===== src/hw/lpc_pipe_pkg.sv =====
package lpc_pipe_pkg;

    localparam int MAX_ORDER = 32;           // longest vector

    localparam int DEF_LANES = 2;
    localparam int DEF_MULT_LATENCY = 3;

    // results allowed between the reducer and the output port
    localparam int RESULT_SLOTS = 2;

    // width of the slot counter, must hold 0..RESULT_SLOTS
    localparam int SLOT_W = $clog2(RESULT_SLOTS + 1);

endpackage


===== src/hw/lpc_fmt_pkg.sv =====
package lpc_fmt_pkg;

    // autocorrelation value, plain signed integer
    typedef logic signed [31:0] acf_t;

    // model coefficient, Q1.14
    typedef logic signed [15:0] coef_t;

    localparam int COEF_FRAC = 14;

    // full precision acf * coef
    typedef logic signed [47:0] prod_t;

    // lane sum and total, headroom for the longest vector
    typedef logic signed [55:0] acc_t;

    // total >>> COEF_FRAC
    typedef logic signed [47:0] alpha_t;

    // one term pair as it crosses the input buffer
    typedef struct packed {
        acf_t  acf;
        coef_t coef;
        logic  last;
    } term_t;

endpackage

===== src/hw/lpc_error_calc.sv =====
`timescale 1ns/10ps

module lpc_error_calc #(
    parameter int LANES        = lpc_pipe_pkg::DEF_LANES,
    parameter int MULT_LATENCY = lpc_pipe_pkg::DEF_MULT_LATENCY
) (
    input  logic                 iClock,
    input  logic                 reset,
    input  logic                 term_valid,
    output logic                 term_ready,
    input  lpc_fmt_pkg::acf_t    term_acf,
    input  lpc_fmt_pkg::coef_t   term_coef,
    input  logic                 term_last,
    output logic                 alpha_valid,
    input  logic                 alpha_ready,
    output lpc_fmt_pkg::alpha_t  alpha
);

    lpc_fmt_pkg::term_t  term_in;
    lpc_fmt_pkg::term_t  term_q;
    logic                in_valid;
    logic                in_ready;

    logic                slot_free;
    logic                claim;
    logic [LANES-1:0]    lane_valid;
    lpc_fmt_pkg::acf_t   lane_acf;
    lpc_fmt_pkg::coef_t  lane_coef;
    logic                flush;

    logic [LANES-1:0]    lane_done;
    lpc_fmt_pkg::acc_t   lane_sum [LANES];

    logic                res_valid;
    logic                res_ready;
    lpc_fmt_pkg::alpha_t res_alpha;

    assign term_in.acf  = term_acf;
    assign term_in.coef = term_coef;
    assign term_in.last = term_last;

    skid_buffer #(.T(lpc_fmt_pkg::term_t)) in_buf (
        .iClock    (iClock),
        .reset     (reset),
        .in_valid  (term_valid),
        .in_ready  (term_ready),
        .in_data   (term_in),
        .out_valid (in_valid),
        .out_ready (in_ready),
        .out_data  (term_q)
    );

    term_dispatch #(.LANES(LANES)) dispatch (
        .iClock     (iClock),
        .reset      (reset),
        .in_valid   (in_valid),
        .in_ready   (in_ready),
        .in_acf     (term_q.acf),
        .in_coef    (term_q.coef),
        .in_last    (term_q.last),
        .slot_free  (slot_free),
        .claim      (claim),
        .lane_valid (lane_valid),
        .lane_acf   (lane_acf),
        .lane_coef  (lane_coef),
        .flush      (flush)
    );

    for (genvar i = 0; i < LANES; i++) begin : g_lane
        mac_lane #(.MULT_LATENCY(MULT_LATENCY)) lane (
            .iClock     (iClock),
            .reset      (reset),
            .term_valid (lane_valid[i]),
            .acf        (lane_acf),
            .coef       (lane_coef),
            .flush      (flush),
            .done       (lane_done[i]),
            .sum        (lane_sum[i])
        );
    end

    lane_reduce #(.LANES(LANES)) reduce (
        .iClock    (iClock),
        .reset     (reset),
        .done      (lane_done),
        .sum       (lane_sum),
        .claim     (claim),
        .res_valid (res_valid),
        .res_alpha (res_alpha),
        .res_ready (res_ready),
        .slot_free (slot_free)
    );

    skid_buffer #(.T(lpc_fmt_pkg::alpha_t)) out_buf (
        .iClock    (iClock),
        .reset     (reset),
        .in_valid  (res_valid),
        .in_ready  (res_ready),
        .in_data   (res_alpha),
        .out_valid (alpha_valid),
        .out_ready (alpha_ready),
        .out_data  (alpha)
    );

endmodule


===== src/hw/lane_reduce.sv =====
`timescale 1ns/10ps

module lane_reduce #(
    parameter int LANES = 2
) (
    input  logic                  iClock,
    input  logic                  reset,
    input  logic [LANES-1:0]      done,
    input  lpc_fmt_pkg::acc_t     sum [LANES],
    input  logic                  claim,
    output logic                  res_valid,
    output lpc_fmt_pkg::alpha_t   res_alpha,
    input  logic                  res_ready,
    output logic                  slot_free
);

    logic [lpc_pipe_pkg::SLOT_W-1:0] slot_cnt;  // vectors claimed, result not yet handed on
    lpc_fmt_pkg::acc_t               total;
    logic                            all_done;
    logic                            res_fire;

    assign all_done = &done;          // lanes finish together
    assign res_fire = res_valid && res_ready;

    always_comb begin
        total = '0;
        for (int i = 0; i < LANES; i++) begin
            total = total + sum[i];
        end
    end

    always_ff @(posedge iClock) begin
        if (reset) begin
            res_valid <= 1'b0;
        end else if (all_done) begin
            res_valid <= 1'b1;
        end else if (res_ready) begin
            res_valid <= 1'b0;
        end
    end

    always_ff @(posedge iClock) begin
        if (all_done) begin
            res_alpha <= lpc_fmt_pkg::alpha_t'(total >>> lpc_fmt_pkg::COEF_FRAC);
        end
    end

    always_ff @(posedge iClock) begin
        if (reset) begin
            slot_cnt <= '0;
        end else begin
            case ({claim, res_fire})
                2'b10:   slot_cnt <= slot_cnt + 1'b1;
                2'b01:   slot_cnt <= slot_cnt - 1'b1;
                default: slot_cnt <= slot_cnt;
            endcase
        end
    end

    // a full output buffer also blocks a new vector,
    // so claimed vectors plus buffered results never exceed RESULT_SLOTS + 1
    assign slot_free = (slot_cnt < lpc_pipe_pkg::RESULT_SLOTS) && res_ready;

endmodule


===== src/hw/mac_lane.sv =====
`timescale 1ns/10ps

module mac_lane #(
    parameter int MULT_LATENCY = 3
) (
    input  logic               iClock,
    input  logic               reset,
    input  logic               term_valid,
    input  lpc_fmt_pkg::acf_t  acf,
    input  lpc_fmt_pkg::coef_t coef,
    input  logic               flush,
    output logic               done,
    output lpc_fmt_pkg::acc_t  sum
);

    lpc_fmt_pkg::prod_t      p_pipe [MULT_LATENCY];
    logic [MULT_LATENCY-1:0] v_pipe;
    logic [MULT_LATENCY-1:0] f_pipe;
    lpc_fmt_pkg::acc_t       acc;
    lpc_fmt_pkg::acc_t       addend;
    logic                    v_out;
    logic                    f_out;

    assign v_out = v_pipe[MULT_LATENCY-1];
    assign f_out = f_pipe[MULT_LATENCY-1];

    // sign extended product, zero on an empty beat
    assign addend = v_out ? lpc_fmt_pkg::acc_t'(p_pipe[MULT_LATENCY-1]) : '0;

    always_ff @(posedge iClock) begin
        if (reset) begin
            v_pipe <= '0;
            f_pipe <= '0;
        end else begin
            v_pipe[0] <= term_valid;
            f_pipe[0] <= flush;
            for (int k = 1; k < MULT_LATENCY; k++) begin
                v_pipe[k] <= v_pipe[k-1];
                f_pipe[k] <= f_pipe[k-1];
            end
        end
    end

    always_ff @(posedge iClock) begin
        p_pipe[0] <= lpc_fmt_pkg::prod_t'(acf) * lpc_fmt_pkg::prod_t'(coef);
        for (int k = 1; k < MULT_LATENCY; k++) begin
            p_pipe[k] <= p_pipe[k-1];
        end
    end

    // a product beside the flush belongs to the next vector
    always_ff @(posedge iClock) begin
        if (reset) begin
            acc  <= '0;
            done <= 1'b0;
        end else begin
            done <= f_out;
            if (f_out) begin
                acc <= addend;
            end else begin
                acc <= acc + addend;
            end
        end
    end

    always_ff @(posedge iClock) begin
        if (f_out) begin
            sum <= acc;
        end
    end

endmodule


===== src/hw/term_dispatch.sv =====
`timescale 1ns/10ps

module term_dispatch #(
    parameter int LANES = 2
) (
    input  logic                  iClock,
    input  logic                  reset,
    input  logic                  in_valid,
    output logic                  in_ready,
    input  lpc_fmt_pkg::acf_t     in_acf,
    input  lpc_fmt_pkg::coef_t    in_coef,
    input  logic                  in_last,
    input  logic                  slot_free,
    output logic                  claim,
    output logic [LANES-1:0]      lane_valid,
    output lpc_fmt_pkg::acf_t     lane_acf,
    output lpc_fmt_pkg::coef_t    lane_coef,
    output logic                  flush
);

    localparam int PTR_W = (LANES > 1) ? $clog2(LANES) : 1;

    logic             in_vec;     // between first and last term of a vector
    logic [PTR_W-1:0] ptr;
    logic [PTR_W-1:0] sel;
    logic             accept;
    logic             last_q;     // last term went out to a lane

    // only a vector start has to wait for a result slot
    assign in_ready = in_vec || slot_free;
    assign accept   = in_valid && in_ready;
    assign claim    = accept && !in_vec;

    assign sel = in_vec ? ptr : '0;   // every vector starts on lane 0

    always_ff @(posedge iClock) begin
        if (reset) begin
            in_vec     <= 1'b0;
            ptr        <= '0;
            lane_valid <= '0;
            last_q     <= 1'b0;
            flush      <= 1'b0;
        end else begin
            for (int i = 0; i < LANES; i++) begin
                lane_valid[i] <= accept && (sel == PTR_W'(i));
            end
            last_q <= accept && in_last;
            flush  <= last_q;             // one beat behind the last term
            if (accept) begin
                in_vec <= !in_last;
                if (sel == PTR_W'(LANES - 1)) begin
                    ptr <= '0;
                end else begin
                    ptr <= sel + 1'b1;
                end
            end
        end
    end

    // shared payload, only the one-hot valid picks the lane
    always_ff @(posedge iClock) begin
        if (accept) begin
            lane_acf  <= in_acf;
            lane_coef <= in_coef;
        end
    end

endmodule


===== src/hw/skid_buffer.sv =====
`timescale 1ns/10ps

module skid_buffer #(
    parameter type T = logic [7:0]
) (
    input  logic iClock,
    input  logic reset,
    input  logic in_valid,
    output logic in_ready,
    input  T     in_data,
    output logic out_valid,
    input  logic out_ready,
    output T     out_data
);

    logic skid_valid;
    T     skid_data;
    logic load_out;   // output register may take a new entry this cycle
    logic in_fire;

    assign in_ready = !skid_valid;    // straight from a flop
    assign in_fire  = in_valid && in_ready;
    assign load_out = !out_valid || out_ready;

    always_ff @(posedge iClock) begin
        if (reset) begin
            out_valid  <= 1'b0;
            skid_valid <= 1'b0;
        end else if (load_out) begin
            // drain the skid entry first so order is kept
            if (skid_valid) begin
                out_valid  <= 1'b1;
                skid_valid <= 1'b0;
            end else begin
                out_valid <= in_fire;
            end
        end else if (in_fire) begin
            skid_valid <= 1'b1;   // output stalled, park the word
        end
    end

    always_ff @(posedge iClock) begin
        if (load_out) begin
            if (skid_valid) begin
                out_data <= skid_data;
            end else if (in_fire) begin
                out_data <= in_data;
            end
        end else if (in_fire) begin
            skid_data <= in_data;
        end
    end

endmodule


===== config.mk =====
export PLATFORM = sky130hd
export DESIGN_NAME = lpc_error_calc
export DESIGN_NICKNAME = d
export VERILOG_FILES = /design/src/hw/lpc_pipe_pkg.sv /design/src/hw/lpc_fmt_pkg.sv /design/src/hw/lpc_error_calc.sv /design/src/hw/lane_reduce.sv /design/src/hw/mac_lane.sv /design/src/hw/term_dispatch.sv /design/src/hw/skid_buffer.sv
export SDC_FILE = /design/constraint.sdc
export NUM_CORES = 2
export LEC_CHECK = 0
export ABC_AREA = 1
export BUFFER_PORTS_ARGS = -buffer_cell sky130_fd_sc_hd__buf_2
export CAP_MARGIN = 10
export CELL_PAD_IN_SITES_DETAIL_PLACEMENT = 0
export CELL_PAD_IN_SITES_GLOBAL_PLACEMENT = 1
export CORE_MARGIN = 4
export CORE_UTILIZATION = 53
export CTS_CLUSTER_DIAMETER = 200
export DETAILED_ROUTE_END_ITERATION = 16
export GPL_ROUTABILITY_DRIVEN = 0
export GPL_TIMING_DRIVEN = 0
export PLACE_DENSITY_LB_ADDON = 0.1
export SYNTH_ARGS = -nofsm -noshare
export SYNTH_HDL_FRONTEND = slang
export SYNTH_SLANG_ARGS = --single-unit
export TNS_END_PERCENT = 1

===== constraint.sdc =====
create_clock -name iClock -period 9.4 [get_ports iClock]
set_input_delay 0.47 -clock iClock [delete_from_list [all_inputs] [get_ports iClock]]
set_output_delay 0.47 -clock iClock [all_outputs]
set_load 0.01 [all_outputs]

Yosys cells after proc, flatten, opt, wreduce, memory -nomap -nowiden
Memory sizes are Yosys's and may differ from the RTL's.
Cells that the tools add are included.
{"block": "totals", "mem_bits_rw": 288, "out_inout_bits": 50, "n_memories": 2, "regBits": 529}
{"block": "classes", "order_cmp": 1, "add_sub_neg": 6, "n_reduce_logical": 27, "mul": 1, "bitwise_logic": 3, "eq_ne": 3, "muxes": 15}
{"name": "g_lane[0].lane.p_pipe", "depth": 3, "word_bits": 48, "rd": 3, "rd_clocked_by_memory_dff": 0, "write_ports": 3, "line": "mac_lane.sv:16", "rtl": "lpc_fmt_pkg::prod_t p_pipe [MULT_LATENCY];"}
{"name": "g_lane[1].lane.p_pipe", "depth": 3, "word_bits": 48, "rd": 3, "rd_clocked_by_memory_dff": 0, "write_ports": 3, "line": "mac_lane.sv:16"}
{"op": "2-to-1 mux 56 bit", "count": 4}
{"op": "adder 56 bit", "count": 3}
{"op": "2-to-1 mux 49 bit", "count": 2}
{"op": "2-to-1 mux 48 bit", "count": 2}
{"op": "multiplier 32 x 16 -> 48 bit", "count": 1}
{"op": "AND reduction 2 bit", "count": 5}
{"op": "logical AND 1 bit", "count": 8}
{"op": "zero test 1 bit", "count": 6}
{"op": "2-to-1 mux 1 bit", "count": 6}
{"op": "nonzero test 2 bit", "count": 3}
{"op": "one-hot mux 2 bit (2 select lines)", "count": 1}
{"op": "OR reduction 2 bit", "count": 2}
{"op": "logical OR 1 bit", "count": 3}
{"op": "inverter 1 bit", "count": 3}
{"op": "adder 2 x 1 -> 2 bit, second input constant", "count": 1}
{"op": "== test 2 x 1 -> 1 bit, second input constant", "count": 1}
{"op": "== test 2 bit, second input constant", "count": 1}
{"op": "< comparator 2 bit, second input constant", "count": 1}
{"op": "!= test 2 bit, second input constant", "count": 1}
{"op": "subtractor 2 x 1 -> 2 bit, second input constant", "count": 1}
{"op": "adder 1 bit, second input constant", "count": 1}

Longest topological paths before layout
{"block": "logic_depth", "word_depth": 7, "ltp_mapped": 26}

By module
From an unflattened synthesis, not the netlist that was laid out.
{"block": "hier_totals", "cells_unflattened": 9702, "area_unflattened_um2": 76500.9}
{"mod": "mac_lane at g_lane[0].lane", "instances": 1, "area_per_inst_um2": 30815.8, "cells_per_inst": 4029}
{"mod": "mac_lane at g_lane[1].lane", "instances": 1, "area_per_inst_um2": 30385.4, "cells_per_inst": 3922}
{"mod": "lane_reduce", "instances": 1, "area_per_inst_um2": 6334.8, "cells_per_inst": 1138}
{"mod": "skid_buffer at in_buf", "instances": 1, "area_per_inst_um2": 3698.5, "cells_per_inst": 269}
{"mod": "skid_buffer at out_buf", "instances": 1, "area_per_inst_um2": 3579.7, "cells_per_inst": 264}
{"mod": "term_dispatch", "instances": 1, "area_per_inst_um2": 1686.6, "cells_per_inst": 80}

Worst setup path after synthesis
OpenSTA, ideal clock, no wires.
{"block": "synth_path", "path_type": "reg2reg", "from": "register dispatch.lane_acf[31]", "to": "memory g_lane[0].lane.p_pipe[0][47] (netlist name)", "arrival_ns": 5.458, "path_stages_with_launch": 20, "slack_ns": 3.871, "synth_period_minus_slack_ns": 5.529, "required_ns": 9.328, "path_buffers": 1, "path_cell_list": "edfxtp_1 clkbuf_1 nand2_1 inv_1 fa_1 fa_1 fa_1 fa_1 inv_1 fa_1 fa_1 inv_1 ha_1 inv_1 nor3_1 nand2_1 nor2_2 nand2_1 o211ai_1 xor2_1"}
{"item": "from (decl)", "line": "term_dispatch.sv:16", "rtl": "output lpc_fmt_pkg::acf_t lane_acf,"}
{"item": "from (signal assigned)", "line": "term_dispatch.sv:63", "rtl": "lane_acf <= in_acf;"}
{"item": "to (decl)", "line": "mac_lane.sv:16"}

==> results.tsv <==
metric	value	unit
cts_buffers	72	
rr_startpoint	dispatch.lane_coef[4]$_DFFE_PP_	
drtPass1Iterations	8	
p_comb_share	67.4	%
p_leak	29.6	nW
cts-resized-gates	0	
status	finished clean	
routed_wl	175000	um
syn_area_per_cell	8.08	um^2
clock_latency	0.68	ns
fin_worst_skew	0.0692	ns
slew_headroom	18.4	%
synth_fp_nets	7375	
muxShareOfSynthArea	0.893	%
area_growth	9.75	%
synth_cell_types	58	
max_freq	131	MHz
power.internal	0.00989	W
switching_share	53.2	%
synth_top_cell_by_area	edfxtp_1	
syn-instance-count	6555	
die_y	324	um
yosys.area.top_type_share	21.8	%
detail_route.wl_per_cell	21.6	um
hold_ws	0.0279	ns
hold_viol_final	0	
yosys-top-cells-area	edfxtp_1 22%, fa_1 18%, nand2_1 12%, dfxtp_1 11%, inv_1 10%	
vias_per_cell	5.46	
powerDensity	363	nW/um^2
layout.nets	7596	
root_buffer	clkbuf_16	
final_core_util	58.9	%
clk_pin_slew_worst_paths	0.06	ns
finalCritPeriodShare	81.3	%
core-area	98700	um^2
start_util	53.7	%
worst_pin_slew	1.22	ns
antenna_found_initial	12	
ios	103	
yosys.area_share.xor_xnor	2.18	%
maxCapViolCount	0	
cts_tree	done	
grt_pass1_vias	42917	
grt_usage	33.7	%
cp-end-kind	flip-flop	
yosysWarnings	0	
drc	0	
drtIter0Drc	4677	
p_clk_share	14.0	%
dp_hpwl	146000	um
io_buffers	101	
ys_ff_latch	663	
cp_data_arrival_time	8.14	ns
synth_edf_count	384	
max-clock-path-buffers	3	
synthMostInstantiatedCell	nand2_1	
synth_top_family_by_area	adder cells	
die_area	105000	um^2
required	9.90	ns
grt_pass1_wl	260000	um
startpoint_type	flip-flop	
setup_viol	0	
clock_sinks	663	
vias	44337	
num_rows	115	
crit_fanout	10	
seqPwrFrac	18.6	%
synth.cell_area	53000	um^2
drive_above_1_share	6.92	%
ys_seq_area_share	32.3	%
ir_worst_vdd	0.657	mV
finalSetupTns	0	ns
synth.top_cells.by_count	1664 x nand2_1, 1447 x inv_1, 488 x fa_1	
hold_path_class	input pin to flip-flop	
grt_max_degree	73	
synthFlopType	edfxtp_1	
hp-start	term_coef[9]	
synthAdderAreaFrac	25.0	%
synth_simple_gate_area_share	20.3	%
period_needed	7.64	ns
grt.overflow.total	0	
maxSlewViolCount	0	
crit_start	dispatch.lane_coef[4]$_DFFE_PP_	
ys_async_sr_fraction	0	%
synth_compound_area_share	7.51	%
die_width	324	um
rsz0062_at_grt	no	
htreeDepth	3	
switching_power	0.0112	W
critPathKind	flip-flop to flip-flop	
ant_nets	0	
-- path summary, 6_finish.rpt --
| check | to | slack (ns) | depth (start not counted) |
|---|---|---|---|
| max | g_lane[0].lane.p_pipe[0][46]$_DFF_P_ | 1.76 | 17 |
| min | in_buf.skid_data[10]$_DFFE_PP_ | 0.03 | 1 |
| max reg2reg | g_lane[0].lane.p_pipe[0][46]$_DFF_P_ | 1.76 | 17 |
| min reg2reg | g_lane[0].lane.p_pipe[0][122]$_DFF_P_ | 0.29 | 0 |
-- final cells by class --
| type | instances | area [um^2] |
|---|---|---|
| fill | 9241 | 40600 |
| multi-input combinational | 4245 | 29600 |
| sequential | 663 | 17100 |
| inverter | 1474 | 5530 |
| clock buffer | 95 | 1970 |
| tap | 1287 | 1610 |
| timing repair buffer | 147 | 1040 |
| buffer | 173 | 691 |
| clock inverter | 39 | 510 |
| antenna | 2 | 5.00 |
-- placed cells by master (no fill, tap or decap), types with 7 or more instances in the layout --
master            n
buf_2           110
a21oi_1         349
nand2_1        1664
clkbuf_16        73
a21o_1           22
dfxtp_1         277
o22ai_1           7
ha_1            279
nor3_2           11
o21bai_1         49
o21ai_0         182
xnor2_1          33
nand3_2          17
nand3_1         210
nor2_4            8
nand4_1          66
inv_1          1445
xor2_1           99
mux2_2           42
clkbuf_1        166
edfxtp_1        384
a31oi_1          25
fa_1            488
nor3_1           35
nor2_1          458
dlygate4sd3_1    36
inv_2            28
o21ai_1          37
nor2_2           44
a21oi_2          14
clkinv_1          9
nand2_2          43
-- metrics by stage --
stage          worst slack, ns  power, W  area, um^2  instances
5_1_grt                   1.45    0.0229       58100       8124
2_1_floorplan             3.87    0.0131       53000       6555
4_1_cts                   1.92    0.0209       58100       8122
3_3_place_gp              1.96    0.0179       55100       7943
3_5_place_dp              1.94    0.0178       55300       7952
6_report                  1.76    0.0211       58100       8125
-- logic make-up after synthesis --
logic type | count (synthesis)
AO/OA/AOI/OAI | 717
multiplexers | 42
AND/OR/NAND/NOR | 2587
XOR/XNOR | 132
buffers and inverters | 1647
flip-flops | 663
adder cells (fa/ha/maj) | 767
-- power by group through the flow --
stage	sequential (W)	clock (W)	combinational [W]
2_1_floorplan	0.00373	0	0.00937
3_3_place_gp	0.00396	0	0.0139
3_5_place_dp	0.00396	0	0.0138
4_1_cts	0.00390	0.00300	0.0140
5_1_grt	0.00393	0.00312	0.0158
6_report	0.00393	0.00295	0.0142
-- critical path, stage by stage, from the launching register on --
cell	delay (ns)
edfxtp_1	0.57
clkbuf_1	0.78
nand2_1	0.31
fa_1	0.59
inv_1	0.07
fa_1	0.85
fa_1	0.54
fa_1	0.56
fa_1	0.42
fa_1	0.44
ha_1	0.36
a21oi_1	0.23
o21ai_0	0.24
a21oi_1	0.17
o21ai_0	0.24
a21oi_1	0.19
nand3_1	0.23
xor2_1	0.66
-- timing repair --
action	4_1_cts	5_1_grt
hold buffers	36	0
hold endpoints to repair	36	0
setup buffers	0	0
-- metal layers --
metal	GRT usage [%]	wire length (um)	vias to the layer above
met3	10.1	21400	353
met4	11.1	6270	14
met2	48.7	71700	2087
met5	0	85	-
li1	-	-	20597
met1	48.7	75700	21286
-- state kept, by name (all words and copies together), names as in the netlist, 2 cells and up --
signal	count
g_lane.lane.p_pipe	144
out_buf.skid_data	42
dispatch.lane_valid	2
in_buf.skid_data	49
reduce.slot_cnt	2
out_buf.out_data	42
reduce.res_alpha	42
g_lane.lane.v_pipe	6
in_buf.out_data	49
g_lane.lane.sum	112
dispatch.lane_acf	32
dispatch.lane_coef	16
g_lane.lane.acc	112
g_lane.lane.f_pipe	3
(Power assumes the default switching activity.)
